### src/hdmi_aux_pkg.sv
package hdmi_aux_pkg;

  localparam int AUX_POS_W  = 16;
  localparam int AUX_DATA_W = 9;
  localparam int AUX_WORD_W = AUX_POS_W + AUX_DATA_W;
  localparam int LINE_W     = 10;

  // position counted from the first blanking cycle of a line.
  typedef logic [AUX_POS_W-1:0] aux_pos_t;

  typedef logic [AUX_DATA_W-1:0] aux_data_t;

  // position in the upper bits, payload in the lower bits.
  typedef logic [AUX_WORD_W-1:0] aux_word_t;

  typedef logic [LINE_W-1:0] line_t;

  typedef enum logic [2:0] {
    WAIT_PKT,
    LOAD,
    WAIT_LINE,
    WAIT_POS,
    BURST
  } sched_state_t;

  // start position field of an aux word.
  function automatic aux_pos_t aux_pos_of(aux_word_t word);
    return word[AUX_WORD_W-1:AUX_DATA_W];
  endfunction

  // payload field of an aux word.
  function automatic aux_data_t aux_data_of(aux_word_t word);
    return word[AUX_DATA_W-1:0];
  endfunction

endpackage

### src/video_timing.sv
`timescale 1ns/1ps

module video_timing #(
  parameter int H_ACTIVE = 64,
  parameter int H_TOTAL  = 160,
  parameter int V_TOTAL  = 8
) (
  input  logic                   pclk,
  input  logic                   rst,
  output logic                   vde,
  output hdmi_aux_pkg::line_t    line,
  output hdmi_aux_pkg::aux_pos_t blank_pos
);

  import hdmi_aux_pkg::*;

  localparam int HCNT_W = $clog2(H_TOTAL);

  logic [HCNT_W-1:0] hcnt;
  logic [HCNT_W-1:0] hcnt_nxt;
  logic              h_wrap;
  logic              v_wrap;
  logic              active_nxt;

  assign h_wrap     = (hcnt == HCNT_W'(H_TOTAL - 1));
  assign v_wrap     = (line == line_t'(V_TOTAL - 1));
  assign hcnt_nxt   = h_wrap ? '0 : hcnt + 1'b1;
  assign active_nxt = (hcnt_nxt < HCNT_W'(H_ACTIVE));

  // horizontal and vertical counters.
  always_ff @(posedge pclk) begin
    if (rst) begin
      hcnt <= '0;
      line <= '0;
    end else begin
      hcnt <= hcnt_nxt;
      if (h_wrap) begin
        if (v_wrap) begin
          line <= '0;
        end else begin
          line <= line + 1'b1;
        end
      end
    end
  end

  // decoded from the next count so both outputs line up with hcnt.
  // count 0 is the first active pixel, so vde starts high.
  always_ff @(posedge pclk) begin
    if (rst) begin
      vde       <= 1'b1;
      blank_pos <= '0;
    end else begin
      vde <= active_nxt;
      if (active_nxt) begin
        blank_pos <= '0;
      end else begin
        blank_pos <= aux_pos_t'(hcnt_nxt) - aux_pos_t'(H_ACTIVE);
      end
    end
  end

endmodule

### src/aux_ingress.sv
`timescale 1ns/1ps

module aux_ingress (
  input  logic                    pclk,
  input  logic                    rst,
  input  logic                    req,
  output logic                    ack,
  input  hdmi_aux_pkg::aux_word_t word_in,
  input  logic                    full,
  output logic                    wr_en,
  output hdmi_aux_pkg::aux_word_t wr_data
);

  typedef enum logic {
    IDLE,
    HOLD
  } ingress_state_t;

  ingress_state_t state;
  logic           accept;

  // take a word only on a fresh req with room in the FIFO.
  assign accept = (state == IDLE) && req && !full;

  // ack stays up until the host drops req.
  assign ack = (state == HOLD);

  always_ff @(posedge pclk) begin
    if (rst) begin
      state <= IDLE;
      wr_en <= 1'b0;
    end else begin
      wr_en <= accept;
      case (state)
        IDLE: begin
          if (accept) begin
            state <= HOLD;
          end
        end
        HOLD: begin
          if (!req) begin
            state <= IDLE;
          end
        end
      endcase
    end
  end

  // word is stable while req is high.
  always_ff @(posedge pclk) begin
    if (accept) begin
      wr_data <= word_in;
    end
  end

endmodule

### src/aux_fifo.sv
`timescale 1ns/1ps

module aux_fifo #(
  parameter int FIFO_DEPTH = 64
) (
  input  logic                         pclk,
  input  logic                         rst,
  input  logic                         wr_en,
  input  hdmi_aux_pkg::aux_word_t      wr_data,
  input  logic                         rd_en,
  output hdmi_aux_pkg::aux_word_t      rd_data,
  output logic                         full,
  output logic [$clog2(FIFO_DEPTH):0]  count
);

  import hdmi_aux_pkg::*;

  localparam int PTR_W = $clog2(FIFO_DEPTH);

  aux_word_t        mem [FIFO_DEPTH];
  logic [PTR_W-1:0] wr_ptr;
  logic [PTR_W-1:0] rd_ptr;

  always_ff @(posedge pclk) begin
    if (wr_en) begin
      mem[wr_ptr] <= wr_data;
    end
  end

  // pointers wrap on their own since the depth is a power of two.
  always_ff @(posedge pclk) begin
    if (rst) begin
      wr_ptr <= '0;
      rd_ptr <= '0;
      count  <= '0;
    end else begin
      if (wr_en) begin
        wr_ptr <= wr_ptr + 1'b1;
      end
      if (rd_en) begin
        rd_ptr <= rd_ptr + 1'b1;
      end
      case ({wr_en, rd_en})
        2'b10:   count <= count + 1'b1;
        2'b01:   count <= count - 1'b1;
        default: count <= count;
      endcase
    end
  end

  // show-ahead head word.
  assign rd_data = mem[rd_ptr];
  assign full    = (count == (PTR_W + 1)'(FIFO_DEPTH));

  a_no_overflow: assert property (@(posedge pclk) disable iff (rst)
    wr_en |-> !full);

  a_no_underflow: assert property (@(posedge pclk) disable iff (rst)
    rd_en |-> (count != '0));

endmodule

### src/aux_scheduler.sv
`timescale 1ns/1ps

module aux_scheduler #(
  parameter int AUX_BURST = 32,
  parameter int CNT_W     = 7
) (
  input  logic                    pclk,
  input  logic                    rst,
  input  logic                    vde,
  input  hdmi_aux_pkg::line_t     line,
  input  hdmi_aux_pkg::aux_pos_t  blank_pos,
  input  hdmi_aux_pkg::line_t     aux_line,
  input  logic [CNT_W-1:0]        count,
  input  hdmi_aux_pkg::aux_word_t rd_data,
  output logic                    rd_en,
  output logic                    ade,
  output hdmi_aux_pkg::aux_data_t aux_data
);

  import hdmi_aux_pkg::*;

  localparam int BCNT_W = $clog2(AUX_BURST + 1);

  sched_state_t      state;
  aux_pos_t          start_pos;
  aux_pos_t          next_pos;
  logic [BCNT_W-1:0] burst_cnt;
  logic              pkt_ready;
  logic              on_line;
  logic              pos_hit;
  logic              last_word;

  assign pkt_ready = (count >= CNT_W'(AUX_BURST));
  assign on_line   = (line == aux_line);

  // look one cycle ahead so ade rises exactly at start_pos.
  assign next_pos  = blank_pos + 1'b1;
  assign pos_hit   = on_line && !vde && (next_pos == start_pos);
  assign last_word = (burst_cnt == BCNT_W'(AUX_BURST - 1));

  always_ff @(posedge pclk) begin
    if (rst) begin
      state     <= WAIT_PKT;
      ade       <= 1'b0;
      burst_cnt <= '0;
    end else begin
      case (state)
        WAIT_PKT: begin
          if (pkt_ready) begin
            state <= LOAD;
          end
        end
        LOAD: begin
          state <= WAIT_LINE;
        end
        WAIT_LINE: begin
          if (on_line) begin
            state <= WAIT_POS;
          end
        end
        WAIT_POS: begin
          if (pos_hit) begin
            state     <= BURST;
            ade       <= 1'b1;
            burst_cnt <= '0;
          end else if (!on_line) begin
            // start already passed so retry next frame.
            state <= WAIT_LINE;
          end
        end
        BURST: begin
          burst_cnt <= burst_cnt + 1'b1;
          if (last_word) begin
            state <= WAIT_PKT;
            ade   <= 1'b0;
          end
        end
        default: begin
          state <= WAIT_PKT;
          ade   <= 1'b0;
        end
      endcase
    end
  end

  // only the first word of a packet carries the position.
  always_ff @(posedge pclk) begin
    if (state == LOAD) begin
      start_pos <= aux_pos_of(rd_data);
    end
  end

  // one word per cycle straight off the FIFO head.
  assign rd_en    = (state == BURST);
  assign aux_data = ade ? aux_data_of(rd_data) : '0;

  a_ade_in_blank: assert property (@(posedge pclk) disable iff (rst)
    ade |-> !vde);

  // pops stay within a packet that count already showed.
  a_pop_in_burst: assert property (@(posedge pclk) disable iff (rst)
    rd_en |-> (count >= CNT_W'(AUX_BURST) - CNT_W'(burst_cnt)));

  a_burst_aligned: assert property (@(posedge pclk) disable iff (rst)
    $rose(ade) |-> (blank_pos == start_pos) && on_line);

endmodule

### src/hdmi_aux_top.sv
`timescale 1ns/1ps

module hdmi_aux_top #(
  parameter int H_ACTIVE   = 64,
  parameter int H_TOTAL    = 160,
  parameter int V_TOTAL    = 8,
  parameter int AUX_BURST  = 32,
  parameter int FIFO_DEPTH = 64
) (
  input  logic                    pclk,
  input  logic                    rst,
  input  logic                    req,
  output logic                    ack,
  input  hdmi_aux_pkg::aux_word_t word_in,
  input  hdmi_aux_pkg::line_t     aux_line,
  output logic                    vde,
  output logic                    ade,
  output hdmi_aux_pkg::aux_data_t aux_data
);

  import hdmi_aux_pkg::*;

  localparam int CNT_W = $clog2(FIFO_DEPTH) + 1;

  line_t            line;
  aux_pos_t         blank_pos;
  logic             full;
  logic             wr_en;
  aux_word_t        wr_data;
  logic             rd_en;
  aux_word_t        rd_data;
  logic [CNT_W-1:0] count;

  video_timing #(
    .H_ACTIVE (H_ACTIVE),
    .H_TOTAL  (H_TOTAL),
    .V_TOTAL  (V_TOTAL)
  ) i_video_timing (
    .pclk      (pclk),
    .rst       (rst),
    .vde       (vde),
    .line      (line),
    .blank_pos (blank_pos)
  );

  aux_ingress i_aux_ingress (
    .pclk    (pclk),
    .rst     (rst),
    .req     (req),
    .ack     (ack),
    .word_in (word_in),
    .full    (full),
    .wr_en   (wr_en),
    .wr_data (wr_data)
  );

  aux_fifo #(
    .FIFO_DEPTH (FIFO_DEPTH)
  ) i_aux_fifo (
    .pclk    (pclk),
    .rst     (rst),
    .wr_en   (wr_en),
    .wr_data (wr_data),
    .rd_en   (rd_en),
    .rd_data (rd_data),
    .full    (full),
    .count   (count)
  );

  aux_scheduler #(
    .AUX_BURST (AUX_BURST),
    .CNT_W     (CNT_W)
  ) i_aux_scheduler (
    .pclk      (pclk),
    .rst       (rst),
    .vde       (vde),
    .line      (line),
    .blank_pos (blank_pos),
    .aux_line  (aux_line),
    .count     (count),
    .rd_data   (rd_data),
    .rd_en     (rd_en),
    .ade       (ade),
    .aux_data  (aux_data)
  );

endmodule

### config.mk
export PLATFORM = sky130hd
export DESIGN_NAME = hdmi_aux_top
export DESIGN_NICKNAME = d
export VERILOG_FILES = /design/src/hdmi_aux_pkg.sv /design/src/video_timing.sv /design/src/aux_ingress.sv /design/src/aux_fifo.sv /design/src/aux_scheduler.sv /design/src/hdmi_aux_top.sv
export SDC_FILE = /design/constraint.sdc
export NUM_CORES = 2
export LEC_CHECK = 0
export BUFFER_PORTS_ARGS = -buffer_cell sky130_fd_sc_hd__buf_2
export CAP_MARGIN = 25
export CORE_MARGIN = 3
export CORE_UTILIZATION = 50
export CTS_CLUSTER_DIAMETER = 30
export CTS_CLUSTER_SIZE = 24
export DETAILED_ROUTE_END_ITERATION = 10
export PLACE_DENSITY = 0.65
export SLEW_MARGIN = 20
export SYNTH_ARGS = -nofsm -noshare
export SYNTH_HDL_FRONTEND = slang
export SYNTH_SLANG_ARGS = --single-unit
### constraint.sdc
create_clock -name pclk -period 4.3 [get_ports pclk]
set_input_delay 0.215 -clock pclk [delete_from_list [all_inputs] [get_ports pclk]]
set_output_delay 0.215 -clock pclk [all_outputs]
set_load 0.03 [all_outputs]
### After elaboration in Yosys (flattened, before gate mapping)

Memory sizes are Yosys's and may differ from the RTL's. A register that Yosys moved wholly into a read port is not among the register bits.
Index checks and enable logic that the tools add are counted.

* mux-type cells: 22
* shift-type cells: 0
* reduce and logical (&&, ||, !) cells: 14
* $add $sub $neg: 9
* div/mod/pow operators: 0
* magnitude comparators: 2
* multiply operators: 0
* bitwise gates (word level): 2
* equal/unequal tests: 17

Operators by type and width (number)
* $add A6 B1 Y6 const B: 3
* $mux W6: 3
* $add A16 B1 Y16 const B: 1
* $eq A16 B16 Y1: 1
* $mux W3: 5
* $pmux W3 S5: 1
* $pmux W7 S2: 1
* $pmux W6 S2: 1
* $add A10 B1 Y10 const B: 1
* $eq A10 B10 Y1: 1
* $eq A10 B3 Y1 const B: 1
* $mux W10: 1
* $mux W9: 1
* $sub A8 B7 Y9 const B: 1
* $add A8 B1 Y8 const B: 1
* $eq A8 B8 Y1 const B: 1
* $lt A8 B7 Y1 const B: 1
* $mux W8: 1
* $ne A2 B1 Y1 const B: 4
* $add A7 B1 Y7 const B: 1
* $eq A7 B7 Y1 const B: 1
* $ge A7 B6 Y1 const B: 1
* $sub A7 B1 Y7 const B: 1
* $eq A3 B2 Y1 const B: 2
* other kinds (19): 30

* latch bits: 0
* output and inout port bits: 12
* word-level logic and storage cells: 81
* memory bits (read-only): 0
* memories kept: 1
* RAM bits: 1600
* bits of input ports: 38
* flip-flop bits (word level): 107

Memory list
* i_aux_fifo.mem: depth 64, width 25, rd ports 1, clocked after memory_dff 1, wr ports 1, RTL line aux_fifo.sv:20 `aux_word_t mem [FIFO_DEPTH];`

### Depth between registers and ports, before layout

* word-level depth: 5
* gate-level depth with buffers: 12
* mapped depth without buffers: 12

### Cells and area by module

A second synthesis with hierarchy kept.

* cell total of the unflattened synthesis: 3178
* area, all modules: 65905.7 µm²

By module, submodules not included
* aux_fifo: sequential area each 48546.6 µm², cells an instance 2836, area each 62148.4 µm², instances 1
* aux_scheduler: sequential area each 680.7 µm², cells an instance 180, area each 1727.9 µm², instances 1
* video_timing: sequential area each 560.5 µm², cells an instance 131, area each 1203.7 µm², instances 1
* aux_ingress: sequential area each 790.8 µm², cells an instance 31, area each 825.8 µm², instances 1

### Worst setup path after synthesis

OpenSTA, ideal clock, no wires.

* path type: register to register
* from: register i_aux_ingress.wr_en
* to: memory i_aux_fifo.mem[32][0] (netlist name) (enable)
* arrival: 2.772 ns
* buffers on the path: 1
* period minus slack after synthesis: 3.210 ns
* required time: 3.862 ns
* setup slack: 1.090 ns
* library setup time: 0.438 ns
* stages on the path, launching flop included: 6
* cells stage by stage: dfxtp_1 > clkbuf_1 > inv_1 > nor2_1 > nand2_1 > nor3_1

* longest elaborated chain between the ends: 2

RTL lines
* from (decl): RTL line aux_ingress.sv:10 `output logic wr_en,`
* from (signal assigned): RTL line aux_ingress.sv:33 `wr_en <= accept;`
* $mux W1: RTL line aux_fifo.sv:25 `if (wr_en) begin`
* $mux W1 (not written as such): RTL line aux_fifo.sv:26 `mem[wr_ptr] <= wr_data;`
* to (decl): RTL line aux_fifo.sv:20

Every way passes these cells.

==> results_dict.tcl <==
set metrics [dict create \
    status "complete, no violations" \
    worst_hold_path.endpoint "i_aux_ingress.wr_data[24]$_DFFE_PP_" \
    max_slew_margin_pct 35.5 \
    synth_area_um2 65200 \
    cts_tree "yes" \
    holdWs_ps 45.8 \
    crit_family "multiplexers" \
    die-area_um2 135000 \
    fin_crit_sh_pct 95.9 \
    cts_max_path_buffers 4 \
    leakagePower_nw 24.9 \
    ys_seq_elements 1706 \
    maxCapViolCount 0 \
    cpPeakStageDelay_ps 680 \
    synth_area_leader_cell "edfxtp_1" \
    timing.rr.end "i_aux_scheduler.burst_cnt[5]$_SDFFE_PP0P_" \
    setup_viol 0 \
    num_io_pins 50 \
    numPortBuffers 49 \
    crit_chain "buf_12 > buf_12 > mux4_2 > mux4_2 > mux2i_1 > o22ai_1 > buf_2" \
    synthFlopType "edfxtp_1" \
    ys_async_sr_fraction_pct 0 \
    layout.area.seq_um2 50600 \
    fin_tns_setup_ps 0 \
    critPathRequiredTime_ps 4090 \
    yosysMostFrequentCell "edfxtp_1" \
    fin_crit_ps 4120 \
    cts.sinks 1706 \
    crit_path_end_kind "primary output" \
    nFillCells 8643 \
    synthCells 2765 \
    slew_viol_final 0 \
    synth_top_area_share_pct 75.6 \
    final_nets 3236 \
    synth.distinct_cells 51 \
    drt-initial-drc-count 3426 \
    start_util_pct 50.7 \
    critical_path_class "reg -> out" \
    grt_pass1_vias 33100 \
    drcViolationCount 0 \
    arrival_ps 3910 \
    yosys-top-cells-area "edfxtp_1 76%, mux4_2 18%, dfxtp_1 2.0%" \
    synth_edf_count 1641 \
    track_usage_pct 24.3 \
    grt_max_degree 69 \
    rows 131 \
    multiInputGateArea_um2 14400 \
    htreeDepth 5 \
    cts-root-buf "clkbuf_16" \
    fin_util_pct 62.0 \
    worst_slew_pin_slew_ps 967 \
    grt_first_pass_wirelength_um 234000 \
    grt_setup_unrepaired "no" \
    worst_path_max_delay_cell "dfxtp_4" \
    cts_resized 0 \
    firstDrtPassIters 5 \
    drive_gt1_share_pct 37.6 \
    synth.avg_cell_area_um2 23.6 \
    critPathMaxFanout 26 \
    r2r_setup_slack_ps 850 \
    antenna_found_initial 7 \
    max_freq_ghz 0.243 \
    synth_seq_area_share_pct 77.6 \
    globalplace.congestion 0.807 \
    critPathBufInv 3 \
    vias 31500 \
    syn_to_final_growth_pct 22.2 \
    vias_per_cell 6.12 \
    r2r_start "i_video_timing.line[2]$_SDFFE_PP0N_" \
    worst_clock_skew_ps 62.3 \
    hpwl_um 86900 \
    ir_drop_mv 0.523 \
    grt-ovfl-total 0 \
    yosysWarnings 0 \
    hold_depth 2 \
    hold_class "in -> reg" \
    hp-start "word_in[24]" \
    post_drt_wl_per_cell_um 31.2 \
    cp-start-kind "flop" \
    fin_total_pwr_mw 42.7 \
    totalWireLength_um 161000 \
    syn_nets 2817 \
    hold_violations 0 \
    cts.clk_slew.worst_paths_ps 50 \
    die_y_um 367 \
    crit_cells 7 \
    power_per_cell_area_nw_per_um2 536 \
    core_area_um2 129000 \
    synth_common_cells "1641 x edfxtp_1, 512 x mux4_2, 120 x nor2_1" \
    insertion_delay_ps 880 \
    cts-buffers-inserted 319 \
    drt.antenna.violating_nets 0 \
    worst-r2r-cell-count 10 \
    die_w_um 367 \
]
[metrics by stage]
stage | setup WS [ps] | cell area (um^2) | instances
2_1_floorplan | 1090 | 65200 | 2765
3_3_place_gp | 823 | 68800 | 4557
3_5_place_dp | 833 | 68900 | 4559
4_1_cts | 97.0 | 79700 | 5147
5_1_grt | 0.0693 | 79700 | 5148
6_report | 177 | 79700 | 5149
[state kept, by name, summed over array words and instances, names as in the netlist, 6 cells and up, named ones only]
| register | cells |
|---|---|
| i_video_timing.blank_pos | 9 |
| i_video_timing.hcnt | 8 |
| i_video_timing.line | 10 |
| i_aux_scheduler.start_pos | 16 |
| i_aux_fifo.wr_ptr | 6 |
| i_aux_fifo.count | 7 |
| i_aux_ingress.wr_data | 25 |
| i_aux_scheduler.burst_cnt | 6 |
| i_aux_fifo.rd_ptr | 6 |
| i_aux_fifo.mem | 1600 |
[routing by layer]
layer  up-vias  share of wire (%)  track usage [%]
met2      1521                 50             39.4
li1      12800                  -                -
met4         6                3.0             8.61
met1     16900                 39             33.1
met5         -              0.025                0
met3       330                8.0             4.80
[power by group]
part	total, mW	switching (mW)	internal [mW]
clock network	24.0	8.07	16.0
logic	0.410	0.323	0.0878
registers	18.3	0.0194	18.3
[worst max-delay path by stage]
stage | end | slack [ps]
after CTS | aux_data[8] | 100
after floorplan | i_aux_fifo.mem[32][0]$_DFFE_PP_ | 1090
after detailed placement | aux_data[8] | 830
final | aux_data[8] | 180
after global routing | aux_data[8] | 0.07
after global placement | aux_data[8] | 820
[layout make-up]
class	count	area share, %
multi-input cells	913	18.1
well taps	1729	2.72
diodes	1	0.00314
clock buffers	359	10.5
flip-flops and latches	1706	63.5
repair buffers	234	2.58
inverters	10	0.0471
clock inverters	197	2.56
[kinds of logic after synthesis]
kind of cell	after synthesis	share of synthesized area, %
AO/OA/AOI/OAI	66	0.635
XOR/XNOR	47	0.631
adder cells (fa/ha/maj)	14	0.280
buffers and inverters	146	0.967
flip-flops	1706	77.6
multiplexers	538	18.1
other	1	0.00575
AND/OR/NAND/NOR	247	1.83
[cells in the final DEF, fill, tap and decap left out, types with 21 or more instances in the layout]
master / Yosys / final
dfxtp_1: 65 / 60
clkbuf_1: 68 / 27
xnor2_1: 25 / 25
xor2_1: 22 / 22
nor2_1: 120 / 59
buf_4: 9 / 127
bufinv_16: 0 / 33
inv_6: 0 / 24
nand2_1: 25 / 25
nand3_1: 21 / 21
clkbuf_16: 0 / 330
buf_2: 39 / 49
a21oi_1: 21 / 21
dlygate4sd3_1: 0 / 31
buf_12: 0 / 25
clkinvlp_4: 0 / 33
mux2i_1: 25 / 25
clkinv_1: 0 / 41
nor2_4: 0 / 43
edfxtp_1: 1641 / 1641
mux4_2: 512 / 512
clkinv_2: 0 / 41
[what timing repair did]
| item | CTS | global route |
|---|---|---|
| endpoints found under the setup margin | 4 | 0 |
| hold buffers | 31 | 0 |
| setup buffers | 1 | 0 |
| hold endpoints to repair | 54 | 0 |
[worst register-to-register path, cell delays in order (launching register included)]
cell and delay, ps:
dfxtp_1 420, xnor2_1 150, nand4_1 110, dlygate4sd3_1 570
nor4_1 190, dlygate4sd3_1 620, buf_4 150, nand4b_1 110
nor4_2 490, a311oi_1 270, a22o_1 290
Power figures use the tool's default switching activity.
